<file path="src/design/coreCfg.svh">
`ifndef CORE_CFG_SVH
`define CORE_CFG_SVH

// Datapath width
`define XLEN 32

// Physical tags and their index width
`define NUM_TAGS 64
`define TAG_W 6

// Sequence numbers wrap at 64, well above the reorder depth
`define SQN_W 6
`define ROB_DEPTH 16

// Cycles from multiplier issue to writeback
`define MUL_LAT 3

`endif

</file>
<file path="src/design/renamePkg.sv">
`include "coreCfg.svh"

package renamePkg;

    typedef enum logic [2:0] {
        opAdd,
        opSub,
        opXor,
        opMul,
        opBeq
    } opKind_t;

    // Decoded instruction, operand B is the immediate when useImm is set
    typedef struct packed {
        logic [`XLEN-1:0] pc;
        opKind_t          kind;
        logic [4:0]       rd;
        logic [4:0]       rs0;
        logic [4:0]       rs1;
        logic [`XLEN-1:0] imm;
        logic             useImm;
    } decUop_t;

    // Renamed micro-op, x0 destinations carry tag 0
    typedef struct packed {
        logic [`SQN_W-1:0] sqN;
        opKind_t           kind;
        logic [4:0]        rd;
        logic [`TAG_W-1:0] tagDst;
        logic [`TAG_W-1:0] tagA;
        logic [`TAG_W-1:0] tagB;
        logic [`XLEN-1:0]  imm;
        logic              useImm;
        logic [`XLEN-1:0]  pc;
    } renUop_t;

    // Result of one executed micro-op
    typedef struct packed {
        logic [`SQN_W-1:0] sqN;
        logic [`TAG_W-1:0] tagDst;
        logic [`XLEN-1:0]  value;
        logic              taken;
        logic [`XLEN-1:0]  target;
        logic [4:0]        rd;
        logic [`XLEN-1:0]  pc;
    } wbRes_t;

    typedef struct packed {
        logic [4:0]        regNm;
        logic [`TAG_W-1:0] tag;
    } comInfo_t;

endpackage

</file>
<file path="src/design/execUnit.sv">
`include "coreCfg.svh"

module execUnit import renamePkg::*; (
    input  logic    clk,
    input  logic    rst,
    input  logic    renValid,
    input  renUop_t renUop,
    input  logic    flush,
    output logic    exStall,
    output logic    wbValid,
    output wbRes_t  wbRes
);

    localparam int LAST = `MUL_LAT - 1;

    logic [`XLEN-1:0]     prfVal [`NUM_TAGS];
    logic [`NUM_TAGS-1:0] prfRdy;
    logic                 slotValid;
    renUop_t              slot;
    logic [`XLEN-1:0]     opA;
    logic [`XLEN-1:0]     opB;
    logic                 isMul;
    logic                 issue;
    wbRes_t               issueRes;
    wbRes_t               pipe [`MUL_LAT];
    logic [`MUL_LAT-1:0]  pipeV;

    assign opA = prfVal[slot.tagA];
    assign opB = slot.useImm ? slot.imm : prfVal[slot.tagB];
    assign isMul = slot.kind == opMul;

    // An ALU op may not land on the same writeback cycle as the multiplier tail
    assign issue = slotValid && prfRdy[slot.tagA] && prfRdy[slot.tagB] &&
        (isMul || !pipeV[LAST-1]);
    assign exStall = slotValid && !issue;
    assign wbValid = pipeV[LAST];
    assign wbRes = pipe[LAST];

    always_comb begin
        issueRes = '0;
        issueRes.sqN = slot.sqN;
        issueRes.tagDst = slot.tagDst;
        issueRes.rd = slot.rd;
        issueRes.pc = slot.pc;
        issueRes.target = slot.pc + slot.imm;
        case (slot.kind)
            opSub: issueRes.value = opA - opB;
            opXor: issueRes.value = opA ^ opB;
            opMul: issueRes.value = opA * opB;
            opBeq: issueRes.taken = opA == opB;
            default: issueRes.value = opA + opB;
        endcase
    end

    always_ff @(posedge clk) begin
        if (rst) begin
            slotValid <= 1'b0;
            pipeV <= '0;
            prfRdy <= '1;
            for (int i = 0; i < 32; i++) begin
                prfVal[i] <= '0;
            end
        end else begin
            // Tag 0 stays hard zero
            if (wbValid && wbRes.tagDst != '0) begin
                prfVal[wbRes.tagDst] <= wbRes.value;
                prfRdy[wbRes.tagDst] <= 1'b1;
            end
            if (flush) begin
                // Only younger ops are in flight, so every pending tag is dropped
                slotValid <= 1'b0;
                pipeV <= '0;
                prfRdy <= '1;
            end else begin
                pipe[0] <= issueRes;
                pipeV[0] <= issue && isMul;
                for (int i = 1; i < LAST; i++) begin
                    pipe[i] <= pipe[i-1];
                    pipeV[i] <= pipeV[i-1];
                end
                // ALU results enter at the last stage
                if (issue && !isMul) begin
                    pipe[LAST] <= issueRes;
                    pipeV[LAST] <= 1'b1;
                end else begin
                    pipe[LAST] <= pipe[LAST-1];
                    pipeV[LAST] <= pipeV[LAST-1];
                end
                if (!exStall) begin
                    slotValid <= renValid;
                    slot <= renUop;
                    if (renValid && renUop.tagDst != '0) begin
                        prfRdy[renUop.tagDst] <= 1'b0;
                    end
                end
            end
        end
    end

    aWbPending: assert property (@(posedge clk) disable iff (rst)
        wbValid && wbRes.tagDst != '0 |-> !prfRdy[wbRes.tagDst])
        else $error("writeback to tag %0d that was not pending", wbRes.tagDst);

endmodule

</file>
<file path="config.mk">
export PLATFORM = sky130hd
export DESIGN_NAME = execUnit
export DESIGN_NICKNAME = d
export VERILOG_FILES = /design/src/design/renamePkg.sv /design/src/design/execUnit.sv
export VERILOG_INCLUDE_DIRS = /design/src /design/src/design
export SDC_FILE = /design/constraint.sdc
export NUM_CORES = 2
export LEC_CHECK = 0
export BUFFER_PORTS_ARGS = -buffer_cell sky130_fd_sc_hd__buf_4
export CORE_ASPECT_RATIO = 0.6
export CORE_MARGIN = 5
export CORE_UTILIZATION = 35
export CTS_CLUSTER_SIZE = 28
export DETAILED_ROUTE_END_ITERATION = 10
export SETUP_SLACK_MARGIN = 0.15
export SKIP_LAST_GASP = 1
export SLEW_MARGIN = 10
export SYNTH_ARGS = -nofsm -noshare
export SYNTH_HDL_FRONTEND = slang
export SYNTH_SLANG_ARGS = --single-unit
</file>
<file path="constraint.sdc">
create_clock -name clk -period 14.5 [get_ports clk]
set_clock_uncertainty 0.15 [all_clocks]
set_input_delay 0.725 -clock clk [delete_from_list [all_inputs] [get_ports clk]]
set_output_delay 0.725 -clock clk [all_outputs]
set_load 0.02 [all_outputs]
</file>
After elaboration in Yosys (flattened, before gate mapping)

Memories as Yosys holds them, arrays and structs flattened. A register that Yosys moved wholly into a read port is not among the register bits.
Cells that the tools add are included.

Add/subtract/negate cells: 3
Multiply operators: 1
Divide/modulo/power cells: 0
Magnitude comparators: 6
Equality and inequality tests: 5
Shift-type cells: 0
Multiplexer cells: 38
Bitwise gates (word level): 8
Reduce and logical (&&, ||, !) cells: 19

Operators by type and width:

| operator                                                                     | number |
|---|---|
| 64-bit two-way mux                                                           | 4 |
| 32-bit one-hot mux with 4 select lines                                       | 1 |
| 114-bit two-way mux                                                          | 1 |
| 32-bit adder                                                                 | 2 |
| 64-bit bitwise AND                                                           | 1 |
| 32-bit two-way mux                                                           | 2 |
| 64-bit NOT                                                                   | 1 |
| 64-bit bitwise OR                                                            | 1 |
| 32-bit equality test                                                         | 1 |
| 32-bit by 32-bit multiplier with 32-bit output                               | 1 |
| 32-bit OR reduction                                                          | 1 |
| 32-bit subtractor                                                            | 1 |
| 32-bit bitwise XOR                                                           | 1 |
| 6-bit by 7-bit less-than comparator with 1-bit output, second input constant | 4 |
| 1-bit two-way mux                                                            | 23 |
| 6-bit two-way mux                                                            | 3 |
| 1-bit binary-select mux with 6-bit select                                    | 2 |
| 1-bit demux with 6-bit select                                                | 2 |
| 6-bit by 1-bit >= comparator with 1-bit output, second input constant        | 2 |
| 6-bit nonzero test                                                           | 2 |
| 1-bit logical AND                                                            | 10 |
| 3-bit by 2-bit equality test with 1-bit output, second input constant        | 2 |
| 3-bit by 1-bit equality test with 1-bit output, second input constant        | 1 |
| 3-bit equality test, second input constant                                   | 1 |
| 6 further kinds                                                              | 10 |

Register bits: 165
Latch bits: 0
RAM bits: 2390
Bits in read-only memories: 0
Input port bits: 101
Output and inout port bits: 116
Word-level logic and storage cells: 94
Memories: 2

Memories:

| name   | words | bits a word | read ports | clocked after memory_dff | write ports | RTL line       | source |
|---|---|---|---|---|---|---|---|
| prfVal | 64    | 32          | 2          | 2                        | 32          | execUnit.sv:16 | `` logic [`XLEN-1:0] prfVal [`NUM_TAGS]; `` |
| pipe   | 3     | 114         | 3          | 0                        | 3           | execUnit.sv:25 | `` wbRes_t pipe [`MUL_LAT]; `` |

Longest topological paths before layout

Depth in word-level cells: 11
Depth in mapped cells: 44
Gate-level depth less buffers: 36

Least setup slack after synthesis

Ideal clock, no wire load.

Kind: input to register
Start: in rst
End: mem pipe[0][0] (netlist bit) (enable)
Setup time: 0.840 ns
Data arrival time: 10.587 ns
Required time: 13.510 ns
Path slack: 2.924 ns
Stages on the path: 3
Path buffers: 2
Path through: nor2_1 -> clkbuf_1 -> clkbuf_1

RTL lines:

| item        | RTL line       | source |
|---|---|---|
| from (decl) | execUnit.sv:5  | `input logic rst,` |
| to (decl)   | execUnit.sv:25 |  |

==> results.sh <==
export IMPL_outcome="finished clean"
export IMPL_fin_crit_ps=12820
export IMPL_ant_nets=0
export IMPL_cts_tree="done"
export IMPL_synthMuxAreaShare_pct=22.1
export IMPL_busiest_layer="met1"
export IMPL_min_period_over_period_pct=88.4
export IMPL_setup_viol=0
export IMPL_grt_use_met2_pct=34.9
export IMPL_use_met1_pct=36.6
export IMPL_slowest_stage="dfxtp_4"
export IMPL_clk_pin_slew_ps=80
export IMPL_slowest_delay_ps=1050
export IMPL_worstHoldStart="rst"
export IMPL_grt_use_met3_pct=14.0
export IMPL_clk_latency_ps=960
export IMPL_critPathRequiredTime_ps=14960
export IMPL_finalMaxSlewViolations=0
export IMPL_netlist_area_um2=141000
export IMPL_ys_seq_area_share_pct=54.0
export IMPL_drive_gt1_share_pct=25.8
export IMPL_cts_setup_buffers=0
export IMPL_yosysMostFrequentCell="edfxtp_1"
export IMPL_placed_area_um2=150000
export IMPL_holdBufCountCts=99
export IMPL_post_place_cells=14381
export IMPL_min_path_type="in2reg"
export IMPL_fmax_mhz=78.0
export IMPL_reg2reg_to="pipe[2][101]"
export IMPL_syn_instance_count=9108
export IMPL_clock_sinks=2567
export IMPL_synth_warnings=0
export IMPL_fill_cells=36460
export IMPL_crit_path_end_kind="flop"
export IMPL_design_area_um2=159000
export IMPL_drtIter0Drc=16217
export IMPL_hold_viol=0
export IMPL_ys_dominant_reg_cell="edfxtp_1"
export IMPL_cap_violations=0
export IMPL_syn2layout_area_growth_pct=12.2
export IMPL_cts_resized=0
export IMPL_clock_path_buffers=4
export IMPL_grt_pass1_wl_um=764000
export IMPL_layout_cells_non_filler=14959
export IMPL_synth_top_cell_area_share_pct=52.8
export IMPL_rsz0062_at_grt="false"
export IMPL_netlist_top_cells_count="edfxtp_1 (2487), mux4_2 (1275), and2_1 (1014)"
export IMPL_arrival_ps=13280
export IMPL_ys_types=81
export IMPL_drc=0
export IMPL_htree_levels=4
export IMPL_root_buffer="clkbuf_16"
export IMPL_vias=92772
export IMPL_path_class="reg2reg"
export IMPL_overflow=0
export IMPL_async_flop_share_pct=0
export IMPL_io_buffers=216
export IMPL_grt_max_degree=95
export IMPL_die_w_um=831
export IMPL_fp_dieH_um=502
export IMPL_die_area_um2=417000
export IMPL_worst_slew_pin_slew_ps=1390
export IMPL_placementRows=180
export IMPL_fp_coreArea_um2=402000
export IMPL_synth_xor_area_share_pct=0.807
export IMPL_ys_top_cells_by_area="edfxtp_1 (53%), mux4_2 (20%), fa_1 (5.8%)"
export IMPL_regToRegSetupSlack_ps=1680
export IMPL_yosys_area_top_type="edfxtp_1"
export IMPL_grt_usage_pct=26.4
export IMPL_synth_edff_count=2487
export IMPL_slew_headroom_pct=4.46
export IMPL_syn_avg_cell_area_um2=15.5
export IMPL_hold_path_end="prfVal[0][12]"
export IMPL_worstRegToRegCells=35
export IMPL_antenna_found_initial=64
export IMPL_post_drt_wl_per_cell_um=37.7
export IMPL_start_util_pct=35.2
export IMPL_dp_hpwl_um=369000
export IMPL_synth_compound_area_share_pct=3.14
export IMPL_synthAdderAreaFrac_pct=7.73
export IMPL_synth_top_family_by_area="multiplexers"
export IMPL_fin_tns_setup_ps=0
export IMPL_first_pass_iters=6
export IMPL_cp_start_kind="flop"
export IMPL_vias_per_cell=6.20
export IMPL_num_io_pins=217
export IMPL_globalplace_congestion=0.957
export IMPL_wl_um=564000
export IMPL_synth_simple_area_share_pct=8.36
export IMPL_final_nets=10073
export IMPL_cts_buffers=232
export IMPL_grt_pass1_vias=90051
export IMPL_worstPathMaxFanout=35
export IMPL_synth_seq_cells=2567
export IMPL_holdPathStages=1
==> area by class of cell <==
cell class / count / area (um^2) / share of cell area, %
Sequential cell: 2567 / 76300 / 48.1
Multi-Input combinational cell: 5289 / 60300 / 38.0
Tap cell: 5369 / 6720 / 4.23
Clock buffer: 278 / 6110 / 3.85
Timing Repair Buffer: 646 / 5350 / 3.37
Inverter: 609 / 2300 / 1.45
Clock inverter: 144 / 1440 / 0.910
Antenna cell: 57 / 143 / 0.0899
==> stage by stage <==
stage / hold WS (ps) / setup WS [ps] / util, %
after detailed placement: 255 / 1940 / 37.3
after CTS: 114 / 1890 / 39.5
after global routing: 138 / 1360 / 39.5
final: 162 / 1680 / 39.5
after global placement: 250 / 1940 / 37.3
after floorplan: 250 / 2920 / -
==> metal layers <==
layer / up-vias / part of all wire [%]
li1: 34937 / -
met1: 48554 / 39
met2: 7985 / 39
met3: 1248 / 18
met4: 48 / 3.9
met5: - / 0.14
==> registers in the layout (all words and copies together), names as in the netlist, named ones only <==
name       count
pipe         342
slot          48
pipeV          3
issueRes      49
prfVal      2048
prfRdy        64
slotValid      1
==> worst max-delay path, delay by kind of cell (launching register included) <==
family,cells,cell delay [ps]
flip-flops,1,1050
adder cells (fa/ha/maj),9,3700
multiplexers,3,1280
buffers and inverters,10,2910
XOR/XNOR,1,160
AND/OR/NAND/NOR,7,960
AO/OA/AOI/OAI,5,2040
==> how the worst max path moves through the flow <==
stage	end	slack [ps]	cells past startpoint
after floorplan	pipe[0][0]	2920	3
after detailed placement	pipe[2][101]	1940	35
after CTS	pipe[2][92]	1890	36
after global placement	pipe[2][101]	1940	32
final	pipe[2][101]	1680	35
after global routing	pipe[2][101]	1360	35
==> cell families (layout without fill, tap and decap cells) <==
logic type,count (synthesis),after routing
mux,1507,1507
compound gates,692,692
simple gates,2307,2307
buf+inv,1283,1677
xor+xnor,124,124
flops,2567,2567
fa+ha+maj,627,627
other cells,1,89
==> placed cells by master (no fill, tap or decap), types with 26 or more instances in the layout <==
master / instances
clkinv_2: 49
nand2_1: 467
dlygate4sd3_1: 99
and2_1: 1014
o21ai_0: 126
mux2i_1: 84
clkinv_1: 63
nand2b_1: 26
ha_1: 216
xnor2_1: 91
fa_1: 411
nand3_1: 49
edfxtp_1: 2487
bufinv_16: 28
a211oi_1: 34
clkbuf_16: 236
clkbuf_1: 37
nor2b_1: 53
a21o_1: 52
dfxtp_1: 69
nor3_1: 28
xor2_1: 28
diode_2: 57
nor2_4: 55
mux4_2: 1275
o22ai_1: 56
buf_4: 527
inv_1: 592
a21oi_1: 189
nor2_1: 486
mux2_2: 147
conb_1: 32
Power is left out: the tool's default activity adds up to more than one toggle a clock period on the data nets, which glitch-free logic cannot reach.
