===== src/design/coreCfg.svh =====
`ifndef CORE_CFG_SVH
`define CORE_CFG_SVH

// Datapath width
`define XLEN 32

// Physical tags and their index width
`define NUM_TAGS 64
`define TAG_W 6

// Sequence numbers wrap at 64, well above the reorder depth
`define SQN_W 6
`define ROB_DEPTH 16

// Cycles from multiplier issue to writeback
`define MUL_LAT 3

`endif


===== src/design/renamePkg.sv =====
`include "coreCfg.svh"

package renamePkg;

    typedef enum logic [2:0] {
        opAdd,
        opSub,
        opXor,
        opMul,
        opBeq
    } opKind_t;

    // Decoded instruction, operand B is the immediate when useImm is set
    typedef struct packed {
        logic [`XLEN-1:0] pc;
        opKind_t          kind;
        logic [4:0]       rd;
        logic [4:0]       rs0;
        logic [4:0]       rs1;
        logic [`XLEN-1:0] imm;
        logic             useImm;
    } decUop_t;

    // Renamed micro-op, x0 destinations carry tag 0
    typedef struct packed {
        logic [`SQN_W-1:0] sqN;
        opKind_t           kind;
        logic [4:0]        rd;
        logic [`TAG_W-1:0] tagDst;
        logic [`TAG_W-1:0] tagA;
        logic [`TAG_W-1:0] tagB;
        logic [`XLEN-1:0]  imm;
        logic              useImm;
        logic [`XLEN-1:0]  pc;
    } renUop_t;

    // Result of one executed micro-op
    typedef struct packed {
        logic [`SQN_W-1:0] sqN;
        logic [`TAG_W-1:0] tagDst;
        logic [`XLEN-1:0]  value;
        logic              taken;
        logic [`XLEN-1:0]  target;
        logic [4:0]        rd;
        logic [`XLEN-1:0]  pc;
    } wbRes_t;

    typedef struct packed {
        logic [4:0]        regNm;
        logic [`TAG_W-1:0] tag;
    } comInfo_t;

endpackage


===== src/design/instrDecoder.sv =====
`include "coreCfg.svh"

module instrDecoder import renamePkg::*; (
    input  logic             clk,
    input  logic             rst,
    input  logic             instrValid,
    input  logic [31:0]      instr,
    input  logic [`XLEN-1:0] pc,
    input  logic             stall,
    input  logic             flush,
    output logic             decValid,
    output decUop_t          decUop
);

    logic [6:0] opcode;
    logic [2:0] funct3;
    logic [6:0] funct7;
    logic       legal;
    decUop_t    decNext;

    assign opcode = instr[6:0];
    assign funct3 = instr[14:12];
    assign funct7 = instr[31:25];

    always_comb begin
        decNext = '0;
        decNext.pc = pc;
        decNext.rd = instr[11:7];
        decNext.rs0 = instr[19:15];
        decNext.rs1 = instr[24:20];
        decNext.kind = opAdd;
        legal = 1'b0;
        case (opcode)
            7'b0110011: begin
                if (funct3 == 3'b000 && funct7 == 7'b0000000) begin
                    legal = 1'b1;
                end else if (funct3 == 3'b000 && funct7 == 7'b0100000) begin
                    legal = 1'b1;
                    decNext.kind = opSub;
                end else if (funct3 == 3'b100 && funct7 == 7'b0000000) begin
                    legal = 1'b1;
                    decNext.kind = opXor;
                end else if (funct3 == 3'b000 && funct7 == 7'b0000001) begin
                    legal = 1'b1;
                    decNext.kind = opMul;
                end
            end
            7'b0010011: begin
                // ADDI, rs1 points at x0 so operand B never waits
                legal = funct3 == 3'b000;
                decNext.rs1 = '0;
                decNext.imm = {{20{instr[31]}}, instr[31:20]};
                decNext.useImm = 1'b1;
            end
            7'b1100011: begin
                legal = funct3 == 3'b000;
                decNext.kind = opBeq;
                decNext.rd = '0;
                decNext.imm = {{20{instr[31]}}, instr[7], instr[30:25], instr[11:8], 1'b0};
            end
            default: legal = 1'b0;
        endcase
    end

    always_ff @(posedge clk) begin
        if (rst) begin
            decValid <= 1'b0;
        end else if (flush) begin
            decValid <= 1'b0;
        end else if (!stall) begin
            decValid <= instrValid && legal;
            decUop <= decNext;
        end
    end

    aLegalOp: assert property (@(posedge clk) disable iff (rst)
        instrValid && !stall && !flush |-> legal)
        else $error("unsupported instruction %h at pc %h", instr, pc);

endmodule


===== config.mk =====
export PLATFORM = sky130hd
export DESIGN_NAME = instrDecoder
export DESIGN_NICKNAME = d
export VERILOG_FILES = /design/src/design/renamePkg.sv /design/src/design/instrDecoder.sv
export VERILOG_INCLUDE_DIRS = /design/src /design/src/design
export SDC_FILE = /design/constraint.sdc
export NUM_CORES = 1
export LEC_CHECK = 0
export ABC_AREA = 0
export BUFFER_PORTS_ARGS = -buffer_cell sky130_fd_sc_hd__buf_2
export CORE_MARGIN = 3
export CORE_UTILIZATION = 46
export CTS_CLUSTER_SIZE = 40
export DETAILED_ROUTE_END_ITERATION = 8
export GPL_ROUTABILITY_DRIVEN = 0
export HOLD_SLACK_MARGIN = 0.12
export PLACE_DENSITY_LB_ADDON = 0.1
export SLEW_MARGIN = 20
export SYNTH_ARGS = -nofsm -noshare
export SYNTH_HDL_FRONTEND = slang
export SYNTH_SLANG_ARGS = --single-unit

===== constraint.sdc =====
create_clock -name clk -period 21.5 [get_ports clk]
set_clock_uncertainty 0.15 [all_clocks]
set_input_delay 6.45 -clock clk [delete_from_list [all_inputs] [get_ports clk]]
set_output_delay 6.45 -clock clk [all_outputs]
set_load 0.01 [all_outputs]

### Word level (Yosys, flattened, before mapping)

Cells that the tools add are included.
Widths: inputs -> output; s select.

* register bits after elaboration: 84
* output and inout bits: 84
* logic and storage cells: 39

* equal/unequal tests: 6
* multiplexer cells: 12
* bitwise operators: 3
* reductions and logical operators: 10

Operators by type and width (count)
* $pmux 32 s2: 1
* $eq 7x6->1 const B: 2
* $mux 2: 4
* $eq 7x1->1 const B: 1
* $eq 7x5->1 const B: 1
* $eq 7x7->1 const B: 1
* $logic_not 7->1: 1
* $pmux 3 s2: 1
* $logic_and 1x1->1: 5
* $mux 1: 5
* $reduce_or 2->1: 2
* $eq 3x3->1 const B: 1
* $logic_not 3->1: 1
* $not 1->1: 3
* $reduce_and 3->1: 1
* $pmux 1 s2: 1

### Depth between registers and ports, before layout

Gate-level depths: netlist of the first run.

* word-level depth: 8
* mapped depth: 5
* depth with buffers taken out: 4

### Worst setup path before layout of the first run

No wires, ideal clock.

* kind: input port to flip-flop
* start: input stall
* end: register decValid
* library setup time: 59 ps
* arrival: 11870 ps
* data required time: 21291 ps
* path slack: 9421 ps
* stages: 4
* path through: nor3_1 nand2_1 o41ai_2 a31o_1

RTL lines
* start: declaration: RTL line instrDecoder.sv:9 `input logic stall,`
* end signal: assignment: RTL line instrDecoder.sv:71 `decValid <= instrValid && legal;`
* end: declaration: RTL line instrDecoder.sv:11 `output logic decValid,`

==> results of run 1 <==
[through the flow]
stage          hold WS [ns]  cell area (um^2)
6_report              0.429              3320
5_1_grt               0.475              3320
4_1_cts               0.438              3320
3_5_place_dp          0.414              3170
3_3_place_gp          0.418              3170
2_1_floorplan         0.451              2460
[path summary, 6_finish.rpt]
path / end / slack (ns) / depth (start not counted)
worst max-delay path: decValid / 13.72 / 6
worst max register to register: decValid / 20.61 / 3
worst min register to register: decValid / 0.43 / 3
worst min-delay path: decValid / 0.43 / 3
[metal layers]
metal  track usage [%]  vias to the layer above  wire length [um]  share of wire (%)
met4              7.73                        0                59                1.2
met1              19.1                      701              1910                 39
met2              24.8                       90              2420                 49
met3              4.65                        9               519                 11
li1                  -                      780                 -                  -
met5                 0                        -                 0                  0
[power breakdown]
group          total [mW]  switching [mW]  internal, mW
clock network      0.0811          0.0413        0.0398
registers           0.147         0.00142         0.145
logic              0.0217          0.0114        0.0103
[registers in the layout, summed over array words and instances (netlist names)]
register and cells:
decValid 1, decUop 64
[cell type report]
| cell class | instances | area (um^2) | share of cell area [%] |
|---|---|---|---|
| tap | 70 | 87.6 | 2.64 |
| sequential | 65 | 1940 | 58.5 |
| multi-input combinational | 50 | 370 | 11.2 |
| timing repair buffer | 153 | 768 | 23.1 |
| clock inverter | 5 | 23.8 | 0.716 |
| clock buffer | 10 | 128 | 3.84 |
[cells in the mapped netlist, drive strengths merged (2+ instances only)]
library cell,n,area [um^2]
and2,8,50.1
xnor2,2,17.5
nand2,2,7.51
a22o,5,43.8
nand3,2,10.0
edfxtp,64,1920
nand2b,2,12.5
nor2,4,15.0
buf,21,155
nor2b,10,62.6
nor3,5,30.0
[worst max-delay path, delay by kind of cell]
| kind | cells | cell delay (ns) |
|---|---|---|
| buf+inv | 2 | 0.75 |
| compound gates | 2 | 0.36 |
| simple gates | 2 | 0.33 |
[cell families after synthesis]
logic type / Yosys count
DFF: 65
and+or+nand+nor: 39
buffers and inverters: 21
AOI/OAI and AO/OA: 9
xor gates and xnor gates: 2
==> summary.md, run 1 <==
| Metric | Value |
|---|---|
| Max-cap violations | 0 |
| Period utilization | a little over a third |
| H-tree levels | 3 |
| Die width | between 70 and 80 um |
| Detailed-route via count | 1580 |
| Max-slew headroom | between 40% and 50% |
| Synth Cell Area | approximately 0.0025 mm^2 |
| Vias per cell | around 4.5 |
| Run status | complete, no violations |
| Core Area | ~0.0051 mm^2 |
| Dpl hpwl | approximately 3.7 mm |
| Critical Path Source | stall |
| Fmax | around 0.13 GHz |
| Critical Path RT | 21.61 ns |
| Largest family of logic cells by synthesized area | simple AND/OR/NAND/NOR gates |
| Worst-path clk slew | around 0.060 ns |
| Largest net degree at the start of global routing | between 60 and 70 |
| CP max FO | 65 |
| Xor/xnor share of the synthesized area | 0.711% |
| Synth Area in Compound Gates | under 10% |
| Final setup viols | 0 |
| RSZ-0062 raised after global routing | no |
| Total CTS buffers | 9 |
| Synth Warn # | 0 |
| DR iter-0 viols | 76 |
| CP Class | input port to register |
| Post-synth EDFFs | 64 |
| Final Util | between 60% and 70% |
| Pwr Total | roughly 0.25 mW |
| Fillers | between 400 and 500 |
| Syn_nets | 205 |
| Commonest cells after routing, fill and taps aside | buf_2, edfxtp_1, nor2b_1 |
| Nets@finish | approximately 350 |
| Lkg Pwr | 1.34 nW |
| Std-Cell Rows | 26 |
| Arrival time worst endpoint | between 7 and 8 ns |
| Startpoint types | input port |
| TritonCTS clock tree | built |
| Worst vdd ir | 0.0369 mV |
| Post-route ant nets | 0 |
| #FFs+latches synth | 65 |
| Mux cell area share after synthesis | 0% |
| CP endpoint kind | register |
| Crit-path max cell delay | ~0.64 ns |
| # port buffers | about 150 |
| 1st-pass router iterations | 3 |
| WL per Instance | around 14 um |
| Crit path cell chain | buf_2, nor3_2, buf_4, nand2_1, o41ai_2, a31o_1 |
| Min-Delay Startpoint | decValid |
| Number of remaining DRC errors | 0 |
| Setup ws final | ~14 ns |
| Most common cell after layout, fill and taps aside | buf_2 |
| Clk buf depth | 2 |
| CTS Hold Buffers Added | 0 |
| Worst-margin pin slew | 0.795 ns |
| Initial Util | 47.9% |
| Post_cts resized | 0 |
| Worst Hold Class | register to register |
| Global-route wire length before repair | slightly above 7 mm |
| Tmin final | a little under 8 ns |
| R2r startpoint | decValid |
| WL final | 4.91 mm |
| Die Area | around 0.0063 mm^2 |
| Count of clock tree sinks | 65 |
| Post-CTS Setup Inserts | 0 |
| Critical-path top delay cell | buf_4 |
| Ratio of cells with drive above 1 in the final layout | 60.1% |
| Synthesized area per cell | around 18 um^2 |
| Worst skew pair latency | 0.31 ns |
| Initial antenna violation count | 0 |
| Synth Area in Adders | 0% |
| Synth async-reset ratio | 0% |
| # IOs | between 150 and 200 |
| DP Cell Count | 338 |
| Dpl ws | 13.36 ns |
| Die Span Y | between 70 and 80 um |
| Finished Layout Cells | ~350 |
| Most frequently used flop master after synthesis | edfxtp_1 |
| Final Hold Fails | 0 |
| PD cells | ~75 mW/mm^2 |
| Post-Synth Simple-Gate Area | a little over a tenth |
| Synth Instances | 136 |
| Gr usage total | between 15 and 20% |
| Sum Neg Setup Slack | 0 ns |
| Library cells used by synthesis | 24 |
| Antenna diodes | 0 |
| Area growth from synthesis to layout | 34.8% |
| Vias in the first global route | around 1500 |
| Final Max Slew Viols | 0 |
| Register area share after synthesis | approximately 79% |
| Grt ovf | 0 |
| Clk root buf | clkbuf_8 |
(Power assumes the default switching activity.)
==> inputs of run 2 (changes only) <==
- CORE_UTILIZATION: 46 -> 38
- clock period: 21.5 -> 6.75 ns (I/O delays scaled with it)
==> summary.md, run 2 (synthesis results as in run 1) <==
| Metric | Value |
|---|---|
| Die Area | 0.00748 mm^2 (was 0.00627 mm^2) |
| Run status | complete, no violations (unchanged) |
| Largest net degree at the start of global routing | 65 (was 66) |
| Setup ws final | 3.46 ns (was 13.72 ns) |
| Nets@finish | 348 (unchanged) |
| CP Class | register to output pin (was input port to register) |
| Dpl hpwl | 4.03 mm (was 3.68 mm) |
| Reg2reg setup slack | 5.86 ns (was 20.61 ns) |
| Most common cell after layout, fill and taps aside | buf_2 (unchanged) |
| Clk root buf | clkbuf_8 (unchanged) |
| # port buffers | 152 (unchanged) |
| Count of clock tree sinks | 65 (unchanged) |
| Top Family by Delay on Critical Path | flip-flops (was buffers and inverters) |
| Critical-path top delay cell | edfxtp_1 (was buf_4) |
| Vias per cell | 4.42 (was 4.48) |
| Detailed-route via count | 1578 (was 1580) |
| Crit path cell chain | buf_2 (was buf_2, nor3_2, buf_4, nand2_1, o41ai_2, a31o_1) |
| Clk buf depth | 2 (unchanged) |
| Worst-path clk slew | 0.07 ns (was 0.06 ns) |
| Final Hold Fails | 0 (unchanged) |
| Max-slew headroom | 45.8% (was 47.0%) |
| Fillers | 549 (was 423) |
| TritonCTS clock tree | built (unchanged) |
| 1st-pass router iterations | 4 (was 3) |
| CP max FO | 20 (was 65) |
| Biggest register | decUop (unchanged) |
| Total CTS buffers | 9 (unchanged) |
| DR iter-0 viols | 57 (was 76) |
| Max reg flops | 64 (unchanged) |
| Lkg Pwr | 1.34 nW (about the same) |
| Ratio of cells with drive above 1 in the final layout | 60.6% (was 60.1%) |
| Commonest cells after routing, fill and taps aside | buf_2, edfxtp_1, nor2b_1 (unchanged) |
| Die width | 86.5 um (was 79.2 um) |
| Vias in the first global route | 1570 (was 1462) |
| Dpl ws | 3.09 ns (was 13.36 ns) |
| Initial antenna violation count | 0 (unchanged) |
| Period utilization | between 40% and 50% |
| Crit-path max cell delay | 0.58 ns (was 0.64 ns) |
| PD cells | 239 mW/mm^2 (was 75.1 mW/mm^2) |
| Largest regs | decUop: 64 flops, decValid: 1 flops (unchanged) |
| Worst vdd ir | 0.100 mV (was 0.0369 mV) |
| Post_cts resized | 0 (unchanged) |
| WL per Instance | 14.8 um (was 13.9 um) |
| Critical path buffers and inverters | 1 (was 2) |
| Sum Neg Setup Slack | 0 ns (unchanged) |
| Startpoint types | register (was input port) |
| Gr usage total | 14.2% (was 15.5%) |
| Core Area | 0.00610 mm^2 (was 0.00514 mm^2) |
| Antenna diodes | 0 (unchanged) |
| Pwr Total | 0.795 mW (was 0.249 mW) |
| Grt ovf | 0 (unchanged) |
| CP endpoint kind | output pin (was register) |
| Worst skew pair latency | 0.32 ns (was 0.31 ns) |
| Tmin final | approximately 3.3 ns |
| Worst-margin pin slew | 0.813 ns (was 0.795 ns) |
| Arrival time worst endpoint | 1.11 ns (was 7.89 ns) |
| Die Span Y | 86.5 um (was 79.2 um) |
| Worst Hold Class | register to register (unchanged) |
| Initial Util | 40.4% (was 47.9%) |
| # IOs | 153 (unchanged) |
| Final setup viols | 0 (unchanged) |
| Fmax | roughly 0.30 GHz |
| H-tree levels | 3 (unchanged) |
| Global-route wire length before repair | 7.91 mm (was 7.17 mm) |
| WL final | 5.30 mm (was 4.91 mm) |
| Area growth from synthesis to layout | 35.2% (was 34.8%) |
| CTS Hold Buffers Added | 0 (unchanged) |
| Max-cap violations | 0 (unchanged) |
| Post-CTS Setup Inserts | 0 (unchanged) |
| Hold slack final | 0.428 ns (was 0.429 ns) |
| RSZ-0062 raised after global routing | no (unchanged) |
| Final Max Slew Viols | 0 (unchanged) |
| Critical Path RT | 4.58 ns (was 21.61 ns) |
| Post-route ant nets | 0 (unchanged) |
| Number of remaining DRC errors | 0 (unchanged) |
| Std-Cell Rows | 28 (was 26) |
[run 2: through the flow]
stage,cell area (um^2),std cells,util (%)
6_report,3330,357,54.6
5_1_grt,3330,357,54.6
4_1_cts,3330,357,54.6
3_5_place_dp,3180,343,52.2
3_3_place_gp,3180,343,52.2
2_1_floorplan,2470,136,-
[run 2: worst paths after layout]
path | startpoint | endpoint | cells after the start
worst max register to register | decValid | decValid | 3
worst max-delay path | decUop[31] | decUop[18] | 1
worst min register to register | decValid | decValid | 3
worst min-delay path | decValid | decValid | 3
[run 2: cell type report]
class | count | area [um^2] | area share (%)
Clock inverter | 5 | 25.0 | 0.752
Tap cell | 75 | 93.8 | 2.82
Timing Repair Buffer | 153 | 768 | 23.1
Sequential cell | 65 | 1940 | 58.3
Multi-Input combinational cell | 50 | 377 | 11.3
Clock buffer | 9 | 124 | 3.72
[run 2: layer usage]
| metal | vias up | global-route usage (%) | part of all wire (%) |
|---|---|---|---|
| met5 | - | 0 | 0 |
| met2 | 86 | 20.6 | 46 |
| met1 | 706 | 18.4 | 42 |
| met3 | 7 | 4.56 | 9.8 |
| met4 | 0 | 9.07 | 1.7 |
| li1 | 779 | - | - |
[run 2: where the power goes]
part	switching, mW	total, mW	internal (mW)
logic	0.0378	0.0709	0.0331
clock network	0.132	0.257	0.125
registers	0.00457	0.467	0.462
[run 2: worst min-delay path: stages (launching register included)]
cell	delay [ns]
dfxtp_1	0.33
nand3_1	0.08
o41ai_2	0.06
a31o_1	0.08
