--- src/design/coreCfg.svh ---
`ifndef CORE_CFG_SVH
`define CORE_CFG_SVH

// Datapath width
`define XLEN 32

// Physical tags and their index width
`define NUM_TAGS 64
`define TAG_W 6

// Sequence numbers wrap at 64, well above the reorder depth
`define SQN_W 6
`define ROB_DEPTH 16

// Cycles from multiplier issue to writeback
`define MUL_LAT 3

`endif

--- src/design/renamePkg.sv ---
`include "coreCfg.svh"

package renamePkg;

    typedef enum logic [2:0] {
        opAdd,
        opSub,
        opXor,
        opMul,
        opBeq
    } opKind_t;

    // Decoded instruction, operand B is the immediate when useImm is set
    typedef struct packed {
        logic [`XLEN-1:0] pc;
        opKind_t          kind;
        logic [4:0]       rd;
        logic [4:0]       rs0;
        logic [4:0]       rs1;
        logic [`XLEN-1:0] imm;
        logic             useImm;
    } decUop_t;

    // Renamed micro-op, x0 destinations carry tag 0
    typedef struct packed {
        logic [`SQN_W-1:0] sqN;
        opKind_t           kind;
        logic [4:0]        rd;
        logic [`TAG_W-1:0] tagDst;
        logic [`TAG_W-1:0] tagA;
        logic [`TAG_W-1:0] tagB;
        logic [`XLEN-1:0]  imm;
        logic              useImm;
        logic [`XLEN-1:0]  pc;
    } renUop_t;

    // Result of one executed micro-op
    typedef struct packed {
        logic [`SQN_W-1:0] sqN;
        logic [`TAG_W-1:0] tagDst;
        logic [`XLEN-1:0]  value;
        logic              taken;
        logic [`XLEN-1:0]  target;
        logic [4:0]        rd;
        logic [`XLEN-1:0]  pc;
    } wbRes_t;

    typedef struct packed {
        logic [4:0]        regNm;
        logic [`TAG_W-1:0] tag;
    } comInfo_t;

endpackage

--- src/design/regRename.sv ---
`include "coreCfg.svh"

module regRename import renamePkg::*; (
    input  logic              clk,
    input  logic              rst,
    input  logic              decValid,
    input  decUop_t           decUop,
    input  logic              exStall,
    input  logic              comValid,
    input  comInfo_t          comInfo,
    input  logic [`SQN_W-1:0] headSqN,
    input  logic              flush,
    input  logic [`SQN_W-1:0] flushSqN,
    output logic              stallOut,
    output logic              renValid,
    output renUop_t           renUop,
    output logic              allocValid,
    output logic [`SQN_W-1:0] allocSqN
);

    typedef struct packed {
        logic [`TAG_W-1:0] comTag;
        logic [`TAG_W-1:0] specTag;
    } ratEntry_t;

    ratEntry_t            rat [32];
    logic [`NUM_TAGS-1:0] tagUsed;
    logic [`NUM_TAGS-1:0] tagCom;
    logic [`SQN_W-1:0]    counterSqN;
    logic [`SQN_W-1:0]    robCount;
    logic [`TAG_W-1:0]    freeTag;
    logic                 freeAvail;
    logic                 needTag;
    logic                 accept;
    renUop_t              renNext;

    // Lowest tag that is not in use
    always_comb begin
        freeTag = '0;
        freeAvail = 1'b0;
        for (int i = `NUM_TAGS - 1; i >= 0; i--) begin
            if (!tagUsed[i]) begin
                freeTag = `TAG_W'(i);
                freeAvail = 1'b1;
            end
        end
    end

    assign needTag = decUop.rd != '0;
    assign robCount = counterSqN - headSqN;
    assign stallOut = exStall ||
        (decValid && ((needTag && !freeAvail) || robCount >= `ROB_DEPTH));
    assign accept = decValid && !stallOut;
    assign allocValid = accept && !flush;
    assign allocSqN = counterSqN;

    always_comb begin
        renNext.sqN = counterSqN;
        renNext.kind = decUop.kind;
        renNext.rd = decUop.rd;
        renNext.tagDst = needTag ? freeTag : '0;
        renNext.tagA = rat[decUop.rs0].specTag;
        renNext.tagB = rat[decUop.rs1].specTag;
        renNext.imm = decUop.imm;
        renNext.useImm = decUop.useImm;
        renNext.pc = decUop.pc;
    end

    always_ff @(posedge clk) begin
        if (rst) begin
            renValid <= 1'b0;
            counterSqN <= '0;
            for (int i = 0; i < 32; i++) begin
                rat[i].comTag <= `TAG_W'(i);
                rat[i].specTag <= `TAG_W'(i);
            end
            for (int i = 0; i < `NUM_TAGS; i++) begin
                tagUsed[i] <= i < 32;
                tagCom[i] <= i < 32;
            end
        end else begin
            if (flush) begin
                // Everything in flight is younger than the branch
                renValid <= 1'b0;
                counterSqN <= flushSqN + 1'b1;
                for (int i = 0; i < 32; i++) begin
                    rat[i].specTag <= rat[i].comTag;
                end
                for (int i = 0; i < `NUM_TAGS; i++) begin
                    if (!tagCom[i]) begin
                        tagUsed[i] <= 1'b0;
                    end
                end
            end else if (!exStall) begin
                renValid <= accept;
                if (accept) begin
                    renUop <= renNext;
                    counterSqN <= counterSqN + 1'b1;
                    if (needTag) begin
                        rat[decUop.rd].specTag <= freeTag;
                        tagUsed[freeTag] <= 1'b1;
                        tagCom[freeTag] <= 1'b0;
                    end
                end
            end

            // Committed writer replaces the older mapping, which is released
            if (comValid && comInfo.regNm != '0) begin
                tagUsed[rat[comInfo.regNm].comTag] <= 1'b0;
                tagCom[rat[comInfo.regNm].comTag] <= 1'b0;
                rat[comInfo.regNm].comTag <= comInfo.tag;
                tagUsed[comInfo.tag] <= 1'b1;
                tagCom[comInfo.tag] <= 1'b1;
            end
        end
    end

    aTagFree: assert property (@(posedge clk) disable iff (rst)
        allocValid && needTag |-> !tagCom[freeTag])
        else $error("allocation of committed tag %0d", freeTag);

endmodule

--- config.mk ---
export PLATFORM = sky130hd
export DESIGN_NAME = regRename
export DESIGN_NICKNAME = d
export VERILOG_FILES = /design/src/design/renamePkg.sv /design/src/design/regRename.sv
export VERILOG_INCLUDE_DIRS = /design/src /design/src/design
export SDC_FILE = /design/constraint.sdc
export NUM_CORES = 1
export LEC_CHECK = 0
export BUFFER_PORTS_ARGS = -buffer_cell sky130_fd_sc_hd__buf_2
export CAP_MARGIN = 25
export CORE_MARGIN = 1.5
export CORE_UTILIZATION = 40
export DETAILED_ROUTE_END_ITERATION = 6
export HOLD_SLACK_MARGIN = 0.15
export SYNTH_ARGS = -nofsm -noshare
export SYNTH_HDL_FRONTEND = slang
export SYNTH_SLANG_ARGS = --single-unit
export TNS_END_PERCENT = 5
--- constraint.sdc ---
create_clock -name clk -period 5.9 [get_ports clk]
set_clock_uncertainty 0.15 [all_clocks]
set_input_delay 1.475 -clock clk [delete_from_list [all_inputs] [get_ports clk]]
set_output_delay 1.475 -clock clk [all_outputs]
set_load 0.01 [all_outputs]
# --- After elaboration in Yosys (flattened, before gate mapping) ---
# Memory sizes are Yosys's and may differ from the RTL's. A register that Yosys moved wholly into a read port is not among the register bits.
# Cells that the tools add are included.
# W data, S select, Z words.
classes:
  bitwise: 43
  muxes: 262
  addsub: 3
  eq_ne: 1
  order_cmp: 7
  reduce_logical: 20
op_table:
  columns: ["cell", "count"]
  rows:
  - ["$mux W64", 12]
  - ["$mux W6", 99]
  - ["$and A64 B64 Y64", 3]
  - ["$or A64 B64 Y64", 3]
  - ["$mux W1", 145]
  - ["$not A64 Y64", 2]
  - ["$or A1 B1 Y1", 32]
  - ["$lt A6 B7 Y1 const B", 3]
  - ["$demux W1 S6", 3]
  - ["$ge A6 B1 Y1 const B", 3]
  - ["$add A6 B1 Y6 const B", 2]
  - ["$mux W12", 1]
  - ["$reduce_or A12 Y1", 1]
  - ["$reduce_bool A5 Y1", 2]
  - ["$logic_and A1 B1 Y1", 8]
  - ["$ge A6 B5 Y1 const B", 1]
  - ["$sub A6 B6 Y6", 1]
  - ["$mux W5", 1]
  - ["$reduce_and A4 Y1", 1]
  - ["$logic_not A1 Y1", 3]
  - ["$not A1 Y1", 3]
  - ["$logic_or A1 B1 Y1", 2]
  - ["$mux W2", 1]
  - ["$ne A2 B1 Y1 const B", 1]
  - ["other kinds (3)", 3]
word_totals:
  ram_bits: 384
  in_bits: 112
  elab_cells: 348
  memories: 1
  ff_bits: 220
mem_list:
  columns: ["name", "depth", "word_bits", "rd", "rd_clocked_by_memory_dff", "write_ports", "line", "rtl"]
  rows:
  - ["rat", 32, 12, 35, 2, 33, "regRename.sv:26", "ratEntry_t rat [32];"]

# --- Depth between registers and ports, before layout ---
# Gate-level depths: netlist of the first run.
depth:
  depth_word: 78
  depth_mapped: 12
  mapped_depth_nobuf: 11

# --- Worst setup path after synthesis of the first run ---
# No wires, ideal clock.
synth_path:
  path_kind: "input to register"
  start: "input port headSqN[2]"
  end: "memory rat[10][0] in the netlist's numbering, enable pin"
  arrival_time_ps: 5370
  cell_stages: 12
  required_time_ps: 5373
  setup_slack_ps: 2
  setup_time_ps: 377
  cell_sequence: "inv_1 -> ha_1 -> o21a_1 -> nor2_1 -> a21oi_1 -> o31a_1 -> or4_1 -> buf_4 -> inv_2 -> nand2_1 -> clkbuf_2 -> o21ai_0"
synth_rtl:
  columns: ["element", "line", "rtl"]
  rows:
  - ["from (decl)", "regRename.sv:11", "input logic [`SQN_W-1:0] headSqN,"]
  - ["to (decl)", "regRename.sv:26", null]

# --- Worst setup path after layout of the first run ---
layout_path:
  start: "input port decUop[44] in the netlist's numbering"
  end: "output port allocValid"
layout_between:
  elab_chain_len: 8
layout_lines:
  columns: ["element", "line", "rtl"]
  rows:
  - ["from (decl)", "regRename.sv:7", "input decUop_t decUop,"]
  - ["$reduce_bool A5 Y1", "regRename.sv:49", "assign needTag = decUop.rd != '0;"]
  - ["$logic_and A1 B1 Y1", "regRename.sv:52", "(decValid && ((needTag && !freeAvail) || robCount >= `ROB_DEPTH));"]
  - ["$logic_or A1 B1 Y1 (no source line)", null, null]
  - ["$logic_and A1 B1 Y1", "regRename.sv:52", null]
  - ["$logic_or A1 B1 Y1", "regRename.sv:51", "assign stallOut = exStall ||"]
  - ["$logic_not A1 Y1", "regRename.sv:53", "assign accept = decValid && !stallOut;"]
  - ["$logic_and A1 B1 Y1", "regRename.sv:53", null]
  - ["$logic_and A1 B1 Y1", "regRename.sv:54", "assign allocValid = accept && !flush;"]
  - ["to (decl)", "regRename.sv:17", "output logic allocValid,"]
# Every way passes these cells.

==> reports/metrics.yaml, run 1 <==
status: "finished, violations left"
violations: "design-rule violations"
cap_violations: 0
fillerInstances: 7143
gp_congestion: 1.030
yosys.area.top_type: "edfxtp_1"
finalHoldViolations: 0
cts-root-buf: "clkbuf_16"
rsz0062_at_grt: "false"
clk_pin_slew_ns: 0.06
cts_resized: 0
num_rows: 102
path_class: "in2out"
cts_max_level: 3
synth_top_area_frac: 0.4573
ys.flop_type: "edfxtp_1"
boundaryPins: 218
die-area_mm2: 0.08066
synth_compound_area_frac: 0.1563
clk_latency_ns: 0.64
worst-slew-pin-transition_ns: 1.087
top_layer: "met5"
die_height_um: 284.0
synth_area_leaders: "edfxtp_1 46%, dfxtp_1 8.6%, mux4_2 8.6%, o21ai_0 3.3%, nand2_1 3.1%"
yosys.area_share.simple: 0.1386
synth_top_family_by_area: "compound AO/OA/AOI/OAI gates"
synth_warnings: 0
peakVddDrop_mv: 0.2084
grt_max_degree: 98
met2_length_um: 55590
port_buffers: 217
grtUsageTotal: 0.2994
ys_types: 96
cts_buffers: 72
worstSetupEndpointType: "primary output"
hold_path.class: "reg2reg"
fmax_mhz: 188.5
drtIter0Drc: 3626
critPathMaxFanout: 13
vias_per_cell: 6.418
postCtsSetupRepairBufs: 0
drt.antenna.violating_nets: 0
start_util: 0.4058
finalCritPeriodShare: 0.8994
coreArea_mm2: 0.07785
grt_pass1_wl_um: 175300
m1WireLength_um: 48500
die_width_um: 284.0
wl_per_cell_um: 30.80
syn_area_per_cell_um2: 11.57
vias: 25830
cts_tree: "yes"
synth_xor_xnor_area_share: 0.002495
muxShareOfSynthArea: 0.1250
dr.pass1.iters: 7
grt_pass1_vias: 24660
synth_area_mm2: 0.03159
seq_area_frac_synth: 0.5428
slew_headroom: 0.2754
overflow: 0
cp.arrival_ns: 3.68
start_kind: "primary input"
period_needed_ns: 5.306
cts.sinks: 616
fin_setup_tns_ns: 0
dr_wl_met3_um: 12340
grt_antenna_before_repair: 4
clock_path_buffers: 3
cts_hold_buf: 0
syn_to_final_growth_pct: 15.46
nets: 3043
synth_edf_count: 481
cp.required_ns: 4.28
r2r_slack_ns: 1.72
totalWireLength_um: 124000
worst_slack_ns: 0.5936
place_ws_ns: 0.4504
place_hpwl_um: 92170
drv_slew: 0
p_total_mw: 11.61
power-per-cell-area_mw_per_mm2: 318.3
p_leak_nw: 13.34
drive_gt1_frac: 0.2219
async_flop_share: 0
drc: 1
synthAdderAreaFrac: 0.001981
ys_ff_latch: 616
setup_viol: 0
netlist_instances: 2731
[kinds of logic after synthesis]
kind of cell	after synthesis
AOI/OAI and AO/OA	750
xor gates and xnor gates	9
adders and majority gates	5
buffers and inverters	261
DFF	616
muxes	240
other	1
and+or+nand+nor	849
[layer usage]
metal  track usage  vias to the layer above
met2        0.4595                     1697
met1        0.4028                    12820
met5             0                        -
met4        0.1597                        2
li1              -                    10990
met3       0.05603                      328
[sequential cells by signal, summed over array words and instances (netlist names)]
name,cells
renValid,1
allocSqN,6
tagCom,64
rat,384
tagUsed,64
renUop,97
[cells in the mapped netlist, drive strengths merged (25+ instances only)]
cell and number:
and3 25, dfxtp 135, mux4 120, mux2i 84
edfxtp 481, buf 53, nand2b 36, a31oi 37
o21ai 227, nand4 35, or2 30, clkbuf 160
nor4 34, a21o 57, nand2 262, nor2 150
a21oi 129, mux2 36, nor3 101, o31ai 33
and2 61, nand3 44, inv 46, o22ai 50
a221o 32
[metrics by stage]
| step | hold slack (ns) | util | instance area [um^2] | instances |
|---|---|---|---|---|
| 2_1_floorplan | 0.2824 | - | 31610 | 2736 |
| 3_3_place_gp | 0.2906 | 0.4363 | 33970 | 3880 |
| 3_5_place_dp | 0.2939 | 0.4376 | 34070 | 3887 |
| 4_1_cts | 0.3073 | 0.4674 | 36390 | 4018 |
| 5_1_grt | 0.3343 | 0.4684 | 36470 | 4024 |
| 6_report | 0.3094 | 0.4685 | 36470 | 4025 |
[cell usage in the layout (no fill, tap or decap), drive strengths merged, types with 14 or more instances in the layout]
cell	count
nor4	34
nor3	101
or2	30
a31oi	37
nand2b	36
and3	25
nand2	262
a221o	32
a22o	18
nand3	44
o22ai	50
and2	61
dfxtp	135
nor2b	15
mux2i	84
inv	54
mux2	36
a211oi	14
a21o	57
mux4	120
a21oi	129
buf	327
o21a	24
nand4	35
o31a	17
nor2	150
o21ai	227
o31ai	33
edfxtp	481
clkbuf	95
clkinv	23
o311ai	15
[path summary, 6_finish.rpt]
kind,startpoint,end,cells past startpoint
worst max-delay path,decUop[44],allocValid,7
worst max register to register,allocSqN[2],rat[26][0],11
worst min register to register,tagCom[13],tagCom[13],2
worst min-delay path,tagCom[13],tagCom[13],2
[power by group]
group	internal, mW	switching, mW
combinational	0.611	1.40
clock	2.58	1.89
sequential	4.93	0.203
total	8.12	3.49
[critical path, cell delays in order]
cell and delay, ns:
buf_2 0.17, or3_1 0.56, nor3_4 0.39, nor4_4 0.13
or2_2 0.31, nor3_1 0.41, buf_2 0.22
[cell type report]
cell class,instances,area (um^2),share of cell area
clock inverter,38,367.9,0.01009
timing repair buffer,329,2046,0.05609
clock buffer,93,1953,0.05355
inverter,48,182.7,0.005009
antenna,2,5.005,0.0001372
sequential,616,17150,0.4702
tap,1040,1301,0.03568
multi-input combinational,1859,13470,0.3693
Power figures use the tool's default switching activity.
==> run 2, diff against run 1 <==
- CORE_ASPECT_RATIO: default -> 0.5
- CORE_MARGIN: 1.5 -> default
==> run 2 against run 1 <==
  * The run still ends with design-rule violations left
  * Fmax grew 5.9%
  * Non-clock buffer count down 5
  * Sequential power is essentially flat
  * Die area is 0.62% lower
  * Global-route usage decreased by 0.90 points
  * Highest routed layer is now met4
==> reports/metrics.yaml, run 2 (synthesized netlist as in run 1, its figures left out) <==
critPathBufInv: 4  # was 2
cts_max_level: 2  # was 3
hold_path.class: "reg2reg"  # unchanged
syn_to_final_growth_pct: 13.69  # was 15.46%
hold_slack_ns: 0.3128  # was 0.3094 ns
cp.arrival_ns: 3.39  # was 3.68 ns
worstPathCellList: "buf_2 -> inv_1 -> ha_1 -> o21a_1 -> nor2_1 -> a21oi_1 -> o31a_1 -> buf_4 -> or2_2 -> nor3_1 -> buf_2"  # was buf_2 -> or3_1 -> nor3_4 -> nor4_4 -> or2_2 -> nor3_1 -> buf_2
grt_antenna_before_repair: 2  # was 4
cp.required_ns: 4.28  # about the same
r2r-end: "rat[19][0]"  # was rat[26][0]
finalHoldViolations: 0  # unchanged
peakVddDrop_mv: 0.2184  # was 0.2084 mV
start_kind: "primary input"  # unchanged
final_core_util: 0.4619  # was 0.4685
holdPathEnd: "tagCom[31]"  # was tagCom[13]
largest_reg_flops: 384  # unchanged
worst-slew-pin-transition_ns: 1.104  # was 1.087 ns
reg.largest.list: "rat: 384 flops, renUop: 97 flops"  # unchanged
nets: 3025  # was 3043
grtUsageTotal: 0.2904  # was 0.2994
coreArea_mm2: 0.07774  # was 0.07785 mm^2
worst_slack_ns: 0.8874  # was 0.5936 ns
place_ws_ns: 0.4695  # was 0.4504 ns
grt_max_degree: 91  # was 98
status: "finished, violations left"  # unchanged
r2r_start: "tagUsed[0]"  # was allocSqN[2]
regMostFlops: "rat"  # unchanged
die_height_um: 200.7  # was 284.0 um
p_leak_nw: 13.04  # was 13.34 nW
boundaryPins: 218  # unchanged
finalCritPeriodShare: 0.8496  # was 0.8994
max_stage_delay_ns: 0.33  # was 0.56 ns
multiInputGateArea_mm2: 0.01347  # about the same
regArea_mm2: 0.01715  # unchanged
die-area_mm2: 0.08017  # was 0.08066 mm^2
postCtsSetupRepairBufs: 0  # unchanged
cap_violations: 0  # unchanged
cts_hold_buf: 0  # unchanged
totalWireLength_um: 119000  # was 124000 um
whs_path_depth: 2  # unchanged
mostFrequentLayoutCells: "481 x edfxtp_1, 261 x nand2_1, 213 x buf_2"  # was 481 x edfxtp_1, 261 x nand2_1, 215 x buf_2
die_width_um: 399.4  # was 284.0 um
port_buffers: 217  # unchanged
vias: 25730  # was 25830
overflow: 0  # unchanged
crit_top_cell: "buf_2"  # unchanged
drv_slew: 0  # unchanged
fillerInstances: 7098  # was 7143
n_antenna_cell: 0  # was 2
clk_latency_ns: 0.67  # was 0.64 ns
drive_gt1_frac: 0.2150  # was 0.2219
fmax_mhz: 199.5  # was 188.5 MHz
dr.pass1.iters: 7  # unchanged
vias_per_cell: 6.441  # was 6.418
drtIter0Drc: 3766  # was 3626
fin_setup_tns_ns: 0  # unchanged
grt_pass1_wl_um: 170000  # was 175300 um
cp_slowest_cell: "or2_2"  # was or3_1
wl_per_cell_um: 29.80  # was 30.80 um
r2r_cells: 9  # was 11
worstSetupEndpointType: "primary output"  # unchanged
violations: "design-rule violations"  # unchanged
period_needed_ns: 5.013  # was 5.306 ns
setup_viol: 0  # unchanged
cts_resized: 0  # unchanged
path_class: "in2out"  # unchanged
drt.antenna.violating_nets: 0  # unchanged
cts_buffers: 59  # was 72
rsz0062_at_grt: "false"  # unchanged
slew_headroom: 0.2612  # was 0.2754
place_hpwl_um: 86260  # was 92170 um
hold_start: "tagCom[31]"  # was tagCom[13]
critPathMaxFanout: 15  # was 13
critPathTopFamily: "simple AND/OR/NAND/NOR gates"  # unchanged
cts.sinks: 616  # unchanged
gp_congestion: 0.9617  # was 1.030
num_rows: 72  # was 102
r2r_slack_ns: 1.65  # was 1.72 ns
cts_tree: "yes"  # unchanged
final_common_cell: "edfxtp_1"  # unchanged
start_util: 0.4063  # was 0.4058
clock_path_buffers: 3  # unchanged
drc: 1  # unchanged
power-per-cell-area_mw_per_mm2: 302.5  # was 318.3 mW/mm^2
cts-root-buf: "clkbuf_16"  # unchanged
grt_pass1_vias: 24050  # was 24660
clk_pin_slew_ns: 0.06  # about the same
==> run 2: changes by cell type in the layout (fill, tap and decap cells not counted), sizes merged <==
cell and delta:
clkinvlp +6, clkinv -4, inv -5, buf -3, diode -2, clkbuf -16
bufinv -3
==> run 2: where the power goes <==
part           internal, mW  switching, mW  leakage (nW)
logic                 0.597           1.37          6.38
clock network          1.99           1.78         0.861
registers              4.92          0.196          5.80
total                  7.51           3.35          13.0
==> run 2: final cells by class <==
class                           instances  share of cell area
Tap cell                             1036             0.03609
Clock buffer                           79             0.04435
Multi-Input combinational cell       1859              0.3752
Timing Repair Buffer                  324             0.05512
Sequential cell                       616              0.4774
Clock inverter                         32            0.006724
Inverter                               48            0.005087
==> run 2: worst max path at each step <==
stage,from,endpoint,slack (ns),cells past startpoint
final,headSqN[2],allocValid,0.89,11
after global routing,headSqN[2],allocValid,0.75,11
after CTS,headSqN[2],allocValid,0.88,11
after detailed placement,comInfo[6],tagUsed[40],0.47,10
after global placement,comInfo[6],tagUsed[32],0.57,10
after floorplan,headSqN[2],rat[10][0],0.002,12
==> run 2: tightest hold or removal path: cells and delay by family (launching register included) <==
family	cells	cell delay, ns
buffers and inverters	1	0.05
AO/OA/AOI/OAI	1	0.06
flip-flops	1	0.31
==> run 2: routing by layer <==
| layer | vias to the layer above | track usage | wire length (um) |
|---|---|---|---|
| met1 | 12790 | 0.4304 | 49930 |
| li1 | 10940 | - | - |
| met4 | 0 | 0.09801 | 4174 |
| met5 | - | 0 | 0 |
| met3 | 221 | 0.07922 | 15710 |
| met2 | 1779 | 0.4061 | 49190 |
==> run 2: through the flow <==
| step | instances | total power [mW] | cell area [um^2] |
|---|---|---|---|
| global placement | 3877 | 7.034 | 33970 |
| detailed placement | 3879 | 7.079 | 34010 |
| floorplan | 2736 | 6.172 | 31610 |
| global route | 3994 | 11.12 | 35910 |
| CTS | 3990 | 10.79 | 35840 |
| finish | 3994 | 10.86 | 35910 |
